`src/hdl/pcm_pkg.sv`:
```
/*
  Shared definitions for the two-channel PCM sample player.
  Holds the register map constants, the widths of the ROM address and
  the prescaler, and the packed structs handed from the register stage
  to the channels and to the mixer. Other files refer to these by
  scoped names.
*/
package pcm_pkg;

    // control register file size
    localparam int num_regs = 14;

    // sample ROM address width, 128 KiB per channel
    localparam int rom_aw = 17;

    // prescaler counter width
    localparam int pre_w = 12;

    // offset-binary zero point of the 7-bit sample code
    localparam int sample_offset = 64;

    // any write to these starts the channel
    localparam int reg_play_a = 5;
    localparam int reg_play_b = 11;

    // register map for channel A
    // channel B uses the same layout six registers higher
    localparam int reg_pre_lo  = 0;
    localparam int reg_pre_hi  = 1;
    localparam int reg_addr_lo = 2;
    localparam int reg_addr_md = 3;
    localparam int reg_addr_hi = 4;
    localparam int reg_chan_b  = 6;

    // shared registers
    localparam int reg_gain = 12;
    localparam int reg_loop = 13;

    // one channel's settings
    typedef struct packed {
        // first byte of the sample
        logic [rom_aw-1:0] start;
        // prescaler reload value
        logic [pre_w-1:0]  pre;
        // prescaler length select
        logic [1:0]        pre_sel;
        // restart at start on an end-marked byte
        logic              loop;
        // single-cycle start pulse
        logic              play;
    } chan_ctrl_t;

    // mixer gains, unsigned, 15 is just under unity
    typedef struct packed {
        logic [3:0] gain_a;
        logic [3:0] gain_b;
    } mix_ctrl_t;

endpackage

```
`src/hdl/pcm_regs.sv`:
```
/*
  Register stage of the PCM player.
  The host writes one byte per cycle of the wr strobe, with no separate
  write enable. The fourteen registers are unpacked into the per-channel
  control structs and the mixer gains. The stage also makes the play
  pulses and the E and Q clock enables, each at a quarter of the cen rate.
*/
`timescale 1ns/1ns

module pcm_regs (
    input  logic                clk,
    input  logic                rst,
    input  logic                cen,
    input  logic                wr,
    input  logic [3:0]          reg_addr,
    input  logic [7:0]          data,
    output logic                cen_e,
    output logic                cen_q,
    output pcm_pkg::chan_ctrl_t ctrl_a,
    output pcm_pkg::chan_ctrl_t ctrl_b,
    output pcm_pkg::mix_ctrl_t  mix
);

    // register array, not every bit is used
    logic [7:0] regs [pcm_pkg::num_regs];
    logic       play_a;
    logic       play_b;
    // E/Q phase counter
    logic [1:0] phase;

    // gather one channel's fields from its five setting registers
    function automatic pcm_pkg::chan_ctrl_t chan_fields(
        input logic [7:0] pre_lo,
        input logic [7:0] pre_hi,
        input logic [7:0] addr_lo,
        input logic [7:0] addr_md,
        input logic [7:0] addr_hi,
        input logic       loop,
        input logic       play
    );
        pcm_pkg::chan_ctrl_t c;
        c.pre     = {pre_hi[3:0], pre_lo};
        c.pre_sel = pre_hi[5:4];
        c.start   = {addr_hi[0], addr_md, addr_lo};
        c.loop    = loop;
        c.play    = play;
        return c;
    endfunction

    // byte writes, addresses 14 and 15 fall through
    always_ff @(posedge clk or posedge rst) begin
        if (rst) begin
            for (int i = 0; i < pcm_pkg::num_regs; i++) begin
                regs[i] <= '0;
            end
            play_a <= 1'b0;
            play_b <= 1'b0;
        end else begin
            if (wr && (reg_addr < 4'(pcm_pkg::num_regs))) begin
                regs[reg_addr] <= data;
            end
            // the data byte itself does not matter
            play_a <= wr && (reg_addr == 4'(pcm_pkg::reg_play_a));
            play_b <= wr && (reg_addr == 4'(pcm_pkg::reg_play_b));
        end
    end

    // E and Q enables in opposite phases, one cen pulse each out of four
    always_ff @(posedge clk or posedge rst) begin
        if (rst) begin
            phase <= 2'd0;
            cen_e <= 1'b0;
            cen_q <= 1'b0;
        end else begin
            if (cen) begin
                phase <= phase + 2'd1;
            end
            cen_q <= cen && (phase == 2'd1);
            cen_e <= cen && (phase == 2'd3);
        end
    end

    // channel A fields
    assign ctrl_a = chan_fields(regs[pcm_pkg::reg_pre_lo], regs[pcm_pkg::reg_pre_hi],
                                regs[pcm_pkg::reg_addr_lo], regs[pcm_pkg::reg_addr_md],
                                regs[pcm_pkg::reg_addr_hi], regs[pcm_pkg::reg_loop][0],
                                play_a);

    // channel B, same layout shifted by six registers
    assign ctrl_b = chan_fields(regs[pcm_pkg::reg_chan_b + pcm_pkg::reg_pre_lo],
                                regs[pcm_pkg::reg_chan_b + pcm_pkg::reg_pre_hi],
                                regs[pcm_pkg::reg_chan_b + pcm_pkg::reg_addr_lo],
                                regs[pcm_pkg::reg_chan_b + pcm_pkg::reg_addr_md],
                                regs[pcm_pkg::reg_chan_b + pcm_pkg::reg_addr_hi],
                                regs[pcm_pkg::reg_loop][1], play_b);

    // gain A in the high nibble
    assign mix.gain_a = regs[pcm_pkg::reg_gain][7:4];
    assign mix.gain_b = regs[pcm_pkg::reg_gain][3:0];

endmodule

```
`src/hdl/pcm_channel.sv`:
```
/*
  One PCM playback channel.
  A reloadable prescaler running on cen_q sets the sample rate. At each
  overflow the channel takes a byte from its ROM port, turns the 7-bit
  offset-binary code into a signed sample and steps the address. A byte
  with bit 7 set ends the sample, and the channel then loops or stops.
  A missing rom_ok holds everything until the next overflow.
*/
`timescale 1ns/1ns

module pcm_channel (
    input  logic                              clk,
    input  logic                              rst,
    input  logic                              cen_q,
    input  pcm_pkg::chan_ctrl_t               ctrl,
    output logic [pcm_pkg::rom_aw-1:0]        rom_addr,
    output logic                              rom_cs,
    input  logic                              rom_ok,
    input  logic [7:0]                        rom_dout,
    output logic signed [6:0]                 snd
);

    // prescaler count
    logic [pcm_pkg::pre_w-1:0] cnt;
    // selected bits all ones
    logic                      over;
    // overflow tick, one clock wide
    logic                      tick;
    logic                      busy;
    // decoded sample of the current byte
    logic signed [6:0]         code;

    // counter length from pre_sel
    // bit 0 wins over bit 1
    always_comb begin
        if (ctrl.pre_sel[0]) begin
            over = &cnt[7:0];
        end else if (ctrl.pre_sel[1]) begin
            over = &cnt[pcm_pkg::pre_w-1:8];
        end else begin
            over = &cnt;
        end
    end

    assign tick = cen_q && over;

    // offset binary to two's complement
    assign code = $signed(rom_dout[6:0] - 7'(pcm_pkg::sample_offset));

    // ROM select follows the busy flag directly
    assign rom_cs = busy;

    // prescaler, counts up on cen_q and reloads on overflow
    always_ff @(posedge clk or posedge rst) begin
        if (rst) begin
            cnt <= '0;
        end else if (cen_q) begin
            if (over) begin
                cnt <= ctrl.pre;
            end else begin
                cnt <= cnt + 1'b1;
            end
        end
    end

    // address walker and sample register
    always_ff @(posedge clk or posedge rst) begin
        if (rst) begin
            busy     <= 1'b0;
            rom_addr <= '0;
            snd      <= '0;
        end else begin
            if (tick) begin
                if (!busy) begin
                    // idle channel is silent
                    snd <= '0;
                end else if (rom_ok) begin
                    snd      <= code;
                    rom_addr <= rom_addr + 1'b1;
                    // end marker
                    if (rom_dout[7]) begin
                        if (ctrl.loop) begin
                            rom_addr <= ctrl.start;
                        end else begin
                            busy <= 1'b0;
                        end
                    end
                end
                // busy without rom_ok holds snd and rom_addr
                // so the same byte is fetched at the next tick
            end
            // a start overrides whatever the tick did
            if (ctrl.play) begin
                busy     <= 1'b1;
                rom_addr <= ctrl.start;
            end
        end
    end

endmodule

```
`src/hdl/pcm_mixer.sv`:
```
/*
  Gain mixer of the PCM player.
  Each signed 7-bit sample is scaled by its unsigned 4-bit gain, the two
  products are summed and the sum is divided by 16. The result is a
  registered signed 8-bit output one clock after its inputs change.
  The range is bounded, so no saturation is needed.
*/
`timescale 1ns/1ns

module pcm_mixer (
    input  logic               clk,
    input  logic               rst,
    input  logic signed [6:0]  snd_a,
    input  logic signed [6:0]  snd_b,
    input  pcm_pkg::mix_ctrl_t mix,
    output logic signed [7:0]  mix_out
);

    // each product lies in -960..945
    logic signed [11:0] prod_a;
    logic signed [11:0] prod_b;
    // sum lies in -1920..1890, fits 12 bits
    logic signed [11:0] sum;

    // gains are unsigned
    // a zero top bit keeps the multiply signed
    assign prod_a = snd_a * $signed({1'b0, mix.gain_a});
    assign prod_b = snd_b * $signed({1'b0, mix.gain_b});

    assign sum = prod_a + prod_b;

    // divide by 16, dropping the low nibble is an arithmetic shift
    always_ff @(posedge clk or posedge rst) begin
        if (rst) begin
            mix_out <= '0;
        end else begin
            mix_out <= sum[11:4];
        end
    end

endmodule

```
`src/hdl/pcm_top.sv`:
```
/*
  Top level of the two-channel PCM sample player.
  The register stage decodes host writes and makes the clock enables.
  Two identical channels fetch from their own ROM ports, and the mixer
  sums the two samples. The raw channel samples are also brought out.
*/
`timescale 1ns/1ns

module pcm_top (
    input  logic                       clk,
    input  logic                       rst,
    input  logic                       cen,
    // host byte writes
    input  logic                       wr,
    input  logic [3:0]                 reg_addr,
    input  logic [7:0]                 data,
    // 6809-style E and Q enables
    output logic                       cen_e,
    output logic                       cen_q,
    // channel A ROM
    output logic [pcm_pkg::rom_aw-1:0] roma_addr,
    output logic                       roma_cs,
    input  logic                       roma_ok,
    input  logic [7:0]                 roma_dout,
    // channel B ROM
    output logic [pcm_pkg::rom_aw-1:0] romb_addr,
    output logic                       romb_cs,
    input  logic                       romb_ok,
    input  logic [7:0]                 romb_dout,
    // audio
    output logic signed [6:0]          snd_a,
    output logic signed [6:0]          snd_b,
    output logic signed [7:0]          mix_out
);

    pcm_pkg::chan_ctrl_t ctrl_a;
    pcm_pkg::chan_ctrl_t ctrl_b;
    pcm_pkg::mix_ctrl_t  mix;

    pcm_regs u_regs (
        .clk      (clk),
        .rst      (rst),
        .cen      (cen),
        .wr       (wr),
        .reg_addr (reg_addr),
        .data     (data),
        .cen_e    (cen_e),
        .cen_q    (cen_q),
        .ctrl_a   (ctrl_a),
        .ctrl_b   (ctrl_b),
        .mix      (mix)
    );

    // both channels step on Q
    pcm_channel chan_a (
        .clk      (clk),
        .rst      (rst),
        .cen_q    (cen_q),
        .ctrl     (ctrl_a),
        .rom_addr (roma_addr),
        .rom_cs   (roma_cs),
        .rom_ok   (roma_ok),
        .rom_dout (roma_dout),
        .snd      (snd_a)
    );

    pcm_channel chan_b (
        .clk      (clk),
        .rst      (rst),
        .cen_q    (cen_q),
        .ctrl     (ctrl_b),
        .rom_addr (romb_addr),
        .rom_cs   (romb_cs),
        .rom_ok   (romb_ok),
        .rom_dout (romb_dout),
        .snd      (snd_b)
    );

    pcm_mixer u_mixer (
        .clk      (clk),
        .rst      (rst),
        .snd_a    (snd_a),
        .snd_b    (snd_b),
        .mix      (mix),
        .mix_out  (mix_out)
    );

endmodule

```
`config.mk`:
```
export PLATFORM = sky130hd
export DESIGN_NAME = pcm_top
export DESIGN_NICKNAME = d
export VERILOG_FILES = /design/src/hdl/pcm_pkg.sv /design/src/hdl/pcm_regs.sv /design/src/hdl/pcm_channel.sv /design/src/hdl/pcm_mixer.sv /design/src/hdl/pcm_top.sv
export SDC_FILE = /design/constraint.sdc
export NUM_CORES = 1
export LEC_CHECK = 0
export BUFFER_PORTS_ARGS = -buffer_cell sky130_fd_sc_hd__buf_2
export CORE_MARGIN = 10
export CORE_UTILIZATION = 60
export DETAILED_ROUTE_END_ITERATION = 10
export GPL_TIMING_DRIVEN = 0
export PLACE_DENSITY = 0.78
export REMOVE_ABC_BUFFERS = 1
export SLEW_MARGIN = 20
export SYNTH_ARGS = -nofsm -noshare
export SYNTH_HDL_FRONTEND = slang
export SYNTH_SLANG_ARGS = --single-unit
```
`constraint.sdc`:
```
create_clock -name clk -period 6.5 [get_ports clk]
set_input_delay 1.3 -clock clk [delete_from_list [all_inputs] [get_ports clk]]
set_output_delay 1.3 -clock clk [all_outputs]
set_load 0.03 [all_outputs]
```
=== Word-level counts from Yosys, hierarchy flattened ===
Index checks and enable logic that the tools add are counted.

* Register bits: 200
* Logic and storage cells: 109

* Reductions and logical operators: 24
* Multiplexer cells: 37
* Add/sub/neg operators: 8
* Eq/ne operators: 6
* Bitwise operators: 1
* Order comparisons: 3
* $mul: 2

{| class="wikitable"
|+ Operators with widths
! cell !! number
|-
| two-way mux 17 bit || 12
|-
| bitwise mux 112 bit || 1
|-
| adder 17 x 1 -> 17 bit, second input constant || 2
|-
| demux 8 bit (select 4 bit) || 1
|-
| two-way mux 7 bit || 4
|-
| adder 12 x 1 -> 12 bit, second input constant || 2
|-
| multiplier 7 x 5 -> 12 bit || 2
|-
| two-way mux 12 bit || 2
|-
| AND reduction 12 bit || 2
|-
| two-way mux 1 bit || 16
|-
| AND reduction 8 bit || 2
|-
| subtractor 7 bit, second input constant || 2
|-
| adder 12 bit || 1
|-
| nonzero test 2 bit || 6
|-
| logical AND 1 bit || 8
|-
| two-way mux 8 bit || 1
|-
| AND reduction 4 bit || 2
|-
| AND reduction 3 bit || 2
|-
| greater-or-equal comparator 5 bit, second input constant || 1
|-
| less-than comparator 5 x 1 -> 1 bit, second input constant || 1
|-
| inverter 4 -> 5 bit || 1
|-
| == test 4 x 3 -> 1 bit, second input constant || 1
|-
| == test 4 bit, second input constant || 1
|-
| less-than comparator 4 bit, second input constant || 1
|-
| 5 further kinds || 7
|}

=== Depth between registers and ports, before layout ===
Gate-level depths: netlist (run 1).

* Depth after elaboration: 7
* Gate-level depth with buffers: 17
* Mapped depth without buffers: 17

=== Hierarchy ===
Synthesis (run 1) repeated with hierarchy kept, for this count alone.

* Cell total of the unflattened synthesis: 1000
* Area, all modules: 10133.5 um^2

{| class="wikitable"
|+ By module, submodules not included
! module !! seq. area each (um^2) !! times used !! cells an instance !! area each (um^2)
|-
| pcm_channel || 925.9 || 2 || 271 || 2322.2
|-
| pcm_regs || 1951.9 || 1 || 188 || 3051.7
|-
| pcm_mixer || 200.2 || 1 || 270 || 2437.3
|}

=== Worst setup path before layout (run 1) ===
No wires, ideal clock.

* Kind: reg-to-reg
* Start point: register chan_a.snd[2]
* End point: register u_mixer.mix_out[7]
* Stages on the path, launching flop included: 16
* Library setup time: 0.125 ns
* Setup slack: 1.659 ns
* Clock period less this slack: 4.841 ns
* Buffers on the path: 0
* Arrival time: 4.716 ns
* Path through: dfrtp_1 > nand2_1 > fa_1 > inv_1 > fa_1 > fa_1 > fa_1 > inv_1 > fa_1 > inv_1 > ha_1 > or2_2 > or3_1 > o32ai_2 > o21ai_0 > xnor2_1

* Word-level cells in the longest chain between the ends: 2

{| class="wikitable"
|+ RTL lines
! element !! line !! text
|-
| start, declared || pcm_channel.sv:20 || <nowiki>output logic signed [6:0] snd</nowiki>
|-
| start signal, assigned || pcm_channel.sv:78 || <nowiki>snd <= code;</nowiki>
|-
| multiplier 7 x 5 -> 12 bit || pcm_mixer.sv:27 || <nowiki>assign prod_a = snd_a * $signed({1'b0, mix.gain_a});</nowiki>
|-
| adder 12 bit || pcm_mixer.sv:30 || <nowiki>assign sum = prod_a + prod_b;</nowiki>
|-
| via u_mixer.sum[11] || pcm_mixer.sv:23 || <nowiki>logic signed [11:0] sum;</nowiki>
|-
| end signal, assigned || pcm_mixer.sv:37 || <nowiki>mix_out <= sum[11:4];</nowiki>
|-
| end, declared || pcm_mixer.sv:16 || <nowiki>output logic signed [7:0] mix_out</nowiki>
|}

The timed path passes the listed nets, and every way through them passes these cells.
A chain may end at the register's enable or synchronous reset.

=== Final worst setup path (run 1) ===
* Start point: register chan_a.snd[1]
* End point: register u_mixer.mix_out[7]

The elaborated chain is that of the path after synthesis.

==> flow_metrics.tcl, run 1 <==
set metrics [dict create \
    synth_warnings 0 \
    reg2reg_to "u_mixer.mix_out[7]$_DFF_PP0_" \
    clk_latency_ps 430 \
    synth_edf_count 0 \
    max_slew_margin 0.320 \
    cp-end-kind "register" \
    drc_errors 0 \
    ios 94 \
    maxSlewViolCount 0 \
    clk_path_buf_depth 2 \
    die_y_um 147 \
    avgViaCountPerCell 5.94 \
    reg2reg_depth 15 \
    cts_resized 0 \
    cts_buffers 17 \
    core_area_um2 15900 \
    synth_fa_ha_area_frac 0.144 \
    cp_data_required_time_ps 6860 \
    avgRoutedWirePerCell_um 18.4 \
    grt_pass1_vias 7423 \
    syn2layout_area_growth_pct 12.6 \
    start_util 0.611 \
    place.gp.congestion 0.871 \
    gr-total-overflow 0 \
    grt_max_degree 88 \
    worstSetupPathType "register to register" \
    cts-hold-fix-buffers 0 \
    rrSetupSlack_ps 1480 \
    antenna_found_initial 0 \
    syn_area_per_cell_um2 10.4 \
    dp_hpwl_mm 15.7 \
    place.port_buffers 93 \
    critPathArrivalTime_ps 5380 \
    antennaDiodeCount 0 \
    fin_skew_ps 12.8 \
    hold_path_class "register to register" \
    setup_viol 0 \
    ys_async_sr_fraction 1.00 \
    p_leak_nw 5.21 \
    holdPathStages 1 \
    power.density_nw_per_um2 333 \
    grt_pass1_wl_mm 38.3 \
    min_to "u_regs.ctrl_a[4]$_DFFE_PP0P_" \
    wirelength_mm 22.9 \
    finalCritPeriodShare 0.772 \
    peakVddDrop_uv 250 \
    dieWidth_um 147 \
    drive_gt1_frac 0.219 \
    dr.first_iter.drc_count 530 \
    final_nets 1135 \
    first_pass_iters 5 \
    synthCells 936 \
    tightestPinTransition_ps 1020 \
    r2r-start "chan_a.snd[1]$_DFFE_PP0P_" \
    worst_setup_path_start_kind "register" \
    ys_seq_area_frac 0.413 \
    synth_compound_area_frac 0.148 \
    die-area_um2 21700 \
    vias 7392 \
    drv_cap 0 \
    synth_top_family_by_area "compound AO/OA/AOI/OAI gates" \
    cts_sinks 160 \
    cts_tree "built" \
    rows 46 \
    min_from "u_regs.ctrl_a[4]$_DFFE_PP0P_" \
    rsz0062_at_grt "no" \
    dpl_worst_slack_ps 1500 \
    status "completed" \
    fmax_mhz 199 \
    ys_seq_elements 160 \
    synth-main-ff-cell "dfrtp_1" \
    ant_nets 0 \
    htree_levels 4 \
    setup_slack_ps 1480 \
    ys_types 68 \
    track_usage 0.217 \
    synth_xor_area_frac 0.0126 \
    syn_area_um2 9700 \
    clkTransAtPathRegs_ps 70 \
    final_core_util 0.688 \
    yosys.area_share.simple 0.135 \
    postCtsSetupBuffers 0 \
    synth_mux_area_frac 0.0949 \
    finalCriticalPeriod_ps 5020 \
    cp_max_fo 6 \
    finalHoldViolations 0 \
    cts-root-buf "clkbuf_16" \
]
[state kept, by name, indices dropped and copies added (netlist names)]
signal and flops:
chan_b.snd 7, u_regs.phase 2, chan_a.rom_addr 17, chan_a.snd 7, u_mixer.mix_out 8, chan_b.rom_cs 1
u_regs.mix 8, u_regs.ctrl_b 32, u_regs.ctrl_a 32, u_regs.cen_q 1, chan_b.rom_addr 17, chan_a.rom_cs 1
u_regs.play_b 1, u_regs.play_a 1, u_regs.cen_e 1, chan_b.cnt 12, chan_a.cnt 12
[how the worst max path moves through the flow]
stage                                   start                               to  slack [ps]  cells after the start
CTS                 chan_a.snd[1]$_DFFE_PP0P_     u_mixer.mix_out[7]$_DFF_PP0_        1470                     15
global route        u_regs.mix[7]$_DFFE_PP0P_     u_mixer.mix_out[7]$_DFF_PP0_        1310                     15
global placement                          rst  chan_a.rom_addr[13]$_DFFE_PP0P_        -950                      2
finish              chan_a.snd[1]$_DFFE_PP0P_     u_mixer.mix_out[7]$_DFF_PP0_        1480                     15
detailed placement  chan_a.snd[1]$_DFFE_PP0P_     u_mixer.mix_out[7]$_DFF_PP0_        1500                     15
floorplan                                 rst        chan_a.cnt[0]$_DFFE_PP0P_         880                      1
[layout make-up]
| class | count | area (µm²) |
|---|---|---|
| multi-input cells | 648 | 5200 |
| fillers | 1218 | 4960 |
| flip-flops and latches | 160 | 4010 |
| repair buffers | 95 | 504 |
| clock buffers | 18 | 439 |
| inverters | 94 | 360 |
| well taps | 216 | 270 |
| clock inverters | 14 | 145 |
[synth_stat cells (all sizes together) (11+ instances only)]
| cell | instances | share of area |
|---|---|---|
| a21oi | 63 | 0.036 |
| a22o | 12 | 0.011 |
| a31oi | 13 | 0.0090 |
| and2 | 36 | 0.023 |
| buf | 12 | 0.0080 |
| clkbuf | 22 | 0.0085 |
| dfrtp | 160 | 0.41 |
| fa | 45 | 0.093 |
| ha | 40 | 0.052 |
| inv | 94 | 0.036 |
| mux2 | 72 | 0.084 |
| mux2i | 11 | 0.011 |
| nand2 | 59 | 0.023 |
| nand3 | 38 | 0.021 |
| nand4 | 11 | 0.0077 |
| nor2 | 54 | 0.022 |
| o21ai | 55 | 0.029 |
| o22ai | 15 | 0.0097 |
| xnor2 | 12 | 0.011 |
[logic make-up after synthesis]
| logic type | Yosys count |
|---|---|
| muxes | 83 |
| AOI/OAI and AO/OA | 215 |
| buffers and inverters | 128 |
| xor gates and xnor gates | 14 |
| adders and majority gates | 85 |
| and+or+nand+nor | 251 |
| DFF | 160 |
[report_power, final]
part	internal (mW)	switching (mW)	leakage [nW]	total [mW]
combinational	0.439	0.650	2.89	1.09
clock	0.551	0.451	0.279	1.00
sequential	1.25	0.298	2.03	1.55
total	2.24	1.40	5.21	3.64
[worst max-delay path, cell delays in order (launching register included)]
cell     delay (ps)
dfrtp_1         500
nand2_1         130
fa_1            560
inv_1            60
fa_1            520
fa_1            440
fa_1            550
inv_1            60
fa_1            540
inv_1            50
ha_1            310
nand4_1          90
o22ai_1         500
o32ai_2         210
o21ai_0         290
xnor2_1         150
[routing by layer]
layer	global-route usage	share of wire	up-vias	routed length [µm]
met5	0	0	-	0
met4	0.0704	0.017	0	380
met3	0.0399	0.059	33	1350
met2	0.349	0.49	239	11100
met1	0.290	0.44	3680	10000
li1	-	-	3440	-
[metrics by stage]
step                      power (mW)  hold slack (ps)  area [µm²]  TNS, ps  std cells
after global routing            3.87              515       10900        0       1245
after detailed placement        2.65              491       10300        0       1213
after CTS                       3.66              506       10900        0       1245
after floorplan                 2.30              465        9540        0        902
after global placement          2.59              479       10300  -149960       1211
final                           3.64              506       10900        0       1245
[cells in the final DEF, fill, tap and decap left out, types with 17 or more instances in the layout]
cell         n
dfrtp_1    159
inv_1       93
buf_2       93
mux2_2      70
nand2_1     59
a21oi_1     55
nor2_1      52
o21ai_0     52
fa_1        45
ha_1        40
nand3_1     36
and2_1      36
clkbuf_16   17
Note: power is estimated with default switching activity, not from simulation.
==> inputs of run 2 (changes only) <==
clock period = 4.7 ns   (was 6.5 ns; I/O delays follow)
==> flow_metrics.tcl, run 2 (synthesis gave the netlist of run 1 again) <==
set metrics [dict create \
    fmax_mhz 216 \
    path_cells "nand2_2 -> fa_1 -> inv_1 -> fa_1 -> fa_1 -> fa_1 -> inv_1 -> fa_1 -> inv_1 -> ha_2 -> or2_4 -> or3_4 -> o32ai_4 -> o21bai_1 -> xor2_1" \
    min_from "u_regs.ctrl_a[4]$_DFFE_PP0P_" \
    track_usage 0.220 \
    avgViaCountPerCell 5.94 \
    place.port_buffers 93 \
    drv_cap 0 \
    fin_skew_ps 13.7 \
    drive_gt1_frac 0.265 \
    reg2reg_depth 15 \
    crit_buf_inv 3 \
    clkTransAtPathRegs_ps 70 \
    vias 7507 \
    antenna_found_initial 0 \
    htree_levels 4 \
    first_pass_iters 5 \
    cts-hold-fix-buffers 0 \
    rrSetupSlack_ps 70 \
    cts_buffers 17 \
    hold_path_class "register to register" \
    critPathArrivalTime_ps 4950 \
    grt_pass1_vias 7497 \
    status "completed" \
    dieWidth_um 147 \
    critPathTopFamily "adder cells" \
    worst_setup_path_start_kind "register" \
    cp_max_fo 7 \
    cts_tree "built" \
    finalHoldViolations 0 \
    gr-total-overflow 0 \
    syn2layout_area_growth_pct 15.3 \
    max_slew_margin 0.333 \
    cp_slowest_cell "fa_1" \
    maxSlewViolCount 0 \
    cp-end-kind "register" \
    setup_viol 0 \
    antennaDiodeCount 0 \
    n_fill_cell 1159 \
    clk_path_buf_depth 2 \
    dpl_worst_slack_ps -302 \
    core_area_um2 15900 \
    die-area_um2 21700 \
    cts-root-buf "clkbuf_16" \
    dr.first_iter.drc_count 575 \
    dpl.cell_count 1213 \
    most-common-layout-cells "dfrtp_1, buf_2, inv_1" \
    r2r-start "u_regs.mix[6]$_DFFE_PP0P_" \
    dp_hpwl_mm 15.7 \
    finalCriticalPeriod_ps 4630 \
    holdWs_ps 507 \
    reg2reg_to "u_mixer.mix_out[6]$_DFF_PP0_" \
    total_power_mw 5.12 \
    place.gp.congestion 0.871 \
    ant_nets 0 \
    tightestPinTransition_ps 1000 \
    worstSetupPathType "register to register" \
    die_y_um 147 \
    power.density_nw_per_um2 458 \
    wirelength_mm 23.4 \
    grt_pass1_wl_mm 38.8 \
    peakVddDrop_uv 349 \
    final_nets 1153 \
    p_leak_nw 5.28 \
    cp_common_cell "fa_1" \
    cp_data_required_time_ps 5020 \
    critPathMaxStageDelay_ps 540 \
    cp.depth 15 \
    rows 46 \
    layout_commonest_cell "dfrtp_1" \
    grt_max_degree 88 \
    drc_errors 0 \
    setup_slack_ps 70.7 \
    finalCritPeriodShare 0.985 \
    final_core_util 0.704 \
    cts_sinks 160 \
    fin_cells 1263 \
    clk_latency_ps 430 \
    rsz0062_at_grt "yes" \
    ios 94 \
    min_to "u_regs.ctrl_a[4]$_DFFE_PP0P_" \
    start_util 0.611 \
    avgRoutedWirePerCell_um 18.5 \
    holdPathStages 1 \
]
## run 2: report_power, final
group	internal (mW)	leakage, nW	total, mW	switching [mW]
Clock	0.762	0.279	1.39	0.628
Combinational	0.657	2.98	1.59	0.930
Sequential	1.74	2.02	2.14	0.408
Total	3.16	5.28	5.12	1.97
## run 2: cell type report
class / count / area (µm²) / share of cell area
clock buffer: 18 / 439 / 0.0393
clock inverter: 14 / 145 / 0.0130
inverter: 94 / 360 / 0.0322
multi-input combinational: 648 / 5310 / 0.475
sequential: 160 / 4020 / 0.359
tap: 216 / 270 / 0.0242
timing repair buffer: 113 / 643 / 0.0575
## run 2: per-stage QoR
step | area, µm² | TNS (ps)
after global placement | 10300 | -380860
after floorplan | 9540 | -89830
final | 11200 | 0
after global routing | 11200 | -86.3
after CTS | 11100 | 0
after detailed placement | 10300 | -888
## run 2: per-layer routing
layer  wire [µm]  part of all wire  global-route usage
met5           0                 0                   0
met3        1340             0.057              0.0421
met1       10100              0.43               0.292
met2       11500              0.49               0.356
met4         397             0.017              0.0714
## run 2: worst max path at each step
stage,endpoint,slack (ps),from
final,u_mixer.mix_out[6]$_DFF_PP0_,70,u_regs.mix[6]$_DFFE_PP0P_
after floorplan,chan_a.cnt[0]$_DFFE_PP0P_,-560,rst
after global routing,u_mixer.mix_out[6]$_DFF_PP0_,-60,u_regs.mix[6]$_DFFE_PP0P_
after detailed placement,u_mixer.mix_out[7]$_DFF_PP0_,-300,chan_a.snd[1]$_DFFE_PP0P_
after global placement,chan_a.rom_addr[13]$_DFFE_PP0P_,-2390,rst
after CTS,u_mixer.mix_out[6]$_DFF_PP0_,4,u_regs.mix[3]$_DFFE_PP0P_
## run 2: repair_timing
action / 4_1_cts / 5_1_grt
gates resized for setup: 29 / 11
pin swaps: 13 / 29
setup endpoints to repair: 7 / 6
buffers inserted: 9 / 9
==> inputs of run 3 (changes only) <==
SETUP_SLACK_MARGIN = 0.5   (was unset)
==> flow_metrics.tcl, run 3 (synthesis gave the netlist of run 1 again) <==
set metrics [dict create \
    peakVddDrop_uv 349 \
    cts_tree "built" \
    die-area_um2 21700 \
    cts_sinks 160 \
    critPathArrivalTime_ps 4930 \
    first_pass_iters 5 \
    vias 7548 \
    pwr-share-clk 0.271 \
    met1_usage 0.293 \
    rrSetupSlack_ps 90 \
    reg2reg_to "u_mixer.mix_out[6]$_DFF_PP0_" \
    grt_max_degree 88 \
    ant_nets 0 \
    fin_cells 1265 \
    grt.busiest_layer "met2" \
    core_area_um2 15900 \
    rows 46 \
    use_met2 0.361 \
    finalCritPeriodShare 0.981 \
    p_seq_frac 0.418 \
    min_to "u_regs.ctrl_a[4]$_DFFE_PP0P_" \
    cts_buffers 17 \
    status "completed" \
    p_leak_nw 5.28 \
    worst_setup_path_start_kind "register" \
    final_nets 1155 \
    die_y_um 147 \
    drv_cap 0 \
    pwr-share-comb 0.311 \
    dp_hpwl_mm 15.7 \
    place.gp.congestion 0.871 \
    dieWidth_um 147 \
    grt_pass1_vias 7562 \
    htree_levels 4 \
    place.port_buffers 93 \
    drc_errors 0 \
    clkTransAtPathRegs_ps 70 \
    clk_path_buf_depth 2 \
    finalHoldViolations 0 \
    syn2layout_area_growth_pct 15.6 \
    fin_skew_ps 10.8 \
    tightestPinTransition_ps 1010 \
    holdWs_ps 506 \
    power.density_nw_per_um2 458 \
    setup_slack_ps 90.1 \
    p_sw_mw 1.98 \
    dpl.cell_count 1213 \
    drive_gt1_frac 0.272 \
    track_usage 0.223 \
    cp_max_fo 3 \
    holdPathStages 1 \
    cts-root-buf "clkbuf_16" \
    gr-total-overflow 0 \
    worstSetupPathType "register to register" \
    rsz0062_at_grt "yes" \
    start_util 0.611 \
    clk_latency_ps 440 \
    switching_share 0.385 \
    antennaDiodeCount 0 \
    layout_commonest_cell "dfrtp_1" \
    reg2reg_depth 15 \
    max_slew_margin 0.325 \
    most-common-layout-cells "dfrtp_1, buf_2, inv_1" \
    hold_path_class "register to register" \
    maxSlewViolCount 0 \
    antenna_found_initial 0 \
    ios 94 \
    cp-end-kind "register" \
    p_int_mw 3.16 \
    avgRoutedWirePerCell_um 18.8 \
    dpl_worst_slack_ps -302 \
    r2r-start "chan_a.snd[2]$_DFFE_PP0P_" \
    finalCriticalPeriod_ps 4610 \
    avgViaCountPerCell 5.97 \
    dr.first_iter.drc_count 591 \
    min_from "u_regs.ctrl_a[4]$_DFFE_PP0P_" \
    fmax_mhz 217 \
    grt_use_met3 0.0421 \
    setup_tns_ps 0 \
    grt_pass1_wl_mm 39.2 \
    wirelength_mm 23.8 \
    setup_viol 0 \
    cp_data_required_time_ps 5020 \
]
## run 3: cell types whose count changed in the layout (fill, tap and decap cells not counted)
cell,before,now
dfrtp_2,14,15
buf_6,2,4
ha_2,2,3
ha_1,35,34
dfrtp_1,146,145
nor2_2,1,2
o21ai_1,2,3
inv_2,3,6
nor2_1,52,51
inv_1,90,87
o21ai_0,51,50
## run 3: stage by stage
| step | power (mW) | utilization | cell area, µm² |
|---|---|---|---|
| after floorplan | 3.18 | - | 9540 |
| after global placement | 3.58 | 0.647 | 10300 |
| after detailed placement | 3.66 | 0.651 | 10300 |
| after CTS | 5.13 | 0.703 | 11200 |
| after global routing | 5.45 | 0.706 | 11200 |
| final | 5.13 | 0.706 | 11200 |
## run 3: repair_timing
action / in CTS / in global routing
buffers inserted: 15 / 5
gates resized for setup: 38 / 11
hold buffers: 0 / 0
pin swaps: 26 / 29
endpoints found under the setup margin: 8 / 8
## run 3: power by group through the flow
stage,clock network [mW],logic [mW],registers [mW]
after floorplan,0,0.898,2.28
after global placement,0,1.45,2.14
after detailed placement,0,1.51,2.15
after CTS,1.40,1.60,2.13
after global routing,1.46,1.78,2.20
final,1.39,1.60,2.15
## run 3: layout make-up
type                       instances  area (µm²)
clock inverter                    14         145
inverter                          94         360
multi-input combinational        648        5310
sequential                       160        4020
timing repair buffer             115         666
tap                              216         270
fill                            1159        4670
clock buffer                      18         439
## run 3: worst max-delay path by stage
| stage | start | to | slack, ps | cells past startpoint |
|---|---|---|---|---|
| 4_1_cts | chan_a.snd[2]$_DFFE_PP0P_ | u_mixer.mix_out[6]$_DFF_PP0_ | 70 | 15 |
| 3_5_place_dp | chan_a.snd[1]$_DFFE_PP0P_ | u_mixer.mix_out[7]$_DFF_PP0_ | -300 | 15 |
| 5_1_grt | chan_a.snd[2]$_DFFE_PP0P_ | u_mixer.mix_out[6]$_DFF_PP0_ | -50 | 15 |
| 2_1_floorplan | rst | chan_a.cnt[0]$_DFFE_PP0P_ | -560 | 1 |
| 6_report | chan_a.snd[2]$_DFFE_PP0P_ | u_mixer.mix_out[6]$_DFF_PP0_ | 90 | 15 |
| 3_3_place_gp | rst | chan_a.rom_addr[13]$_DFFE_PP0P_ | -2390 | 2 |
## run 3: critical path: stages (launching register included)
cell and delay (ps):
dfrtp_2 430, nand2_2 80, fa_1 550, inv_1 50, fa_1 490, fa_1 440
fa_1 540, inv_1 50, fa_1 490, inv_2 50, ha_4 150, or2_4 240
or3_4 340, o32ai_4 330, o21bai_1 110, xor2_1 160
## run 3: layer usage
metal | up-vias | routed length, µm
met5 | - | 0
met4 | 0 | 525
met1 | 3749 | 10000
li1 | 3486 | -
met3 | 42 | 1580
met2 | 271 | 11700
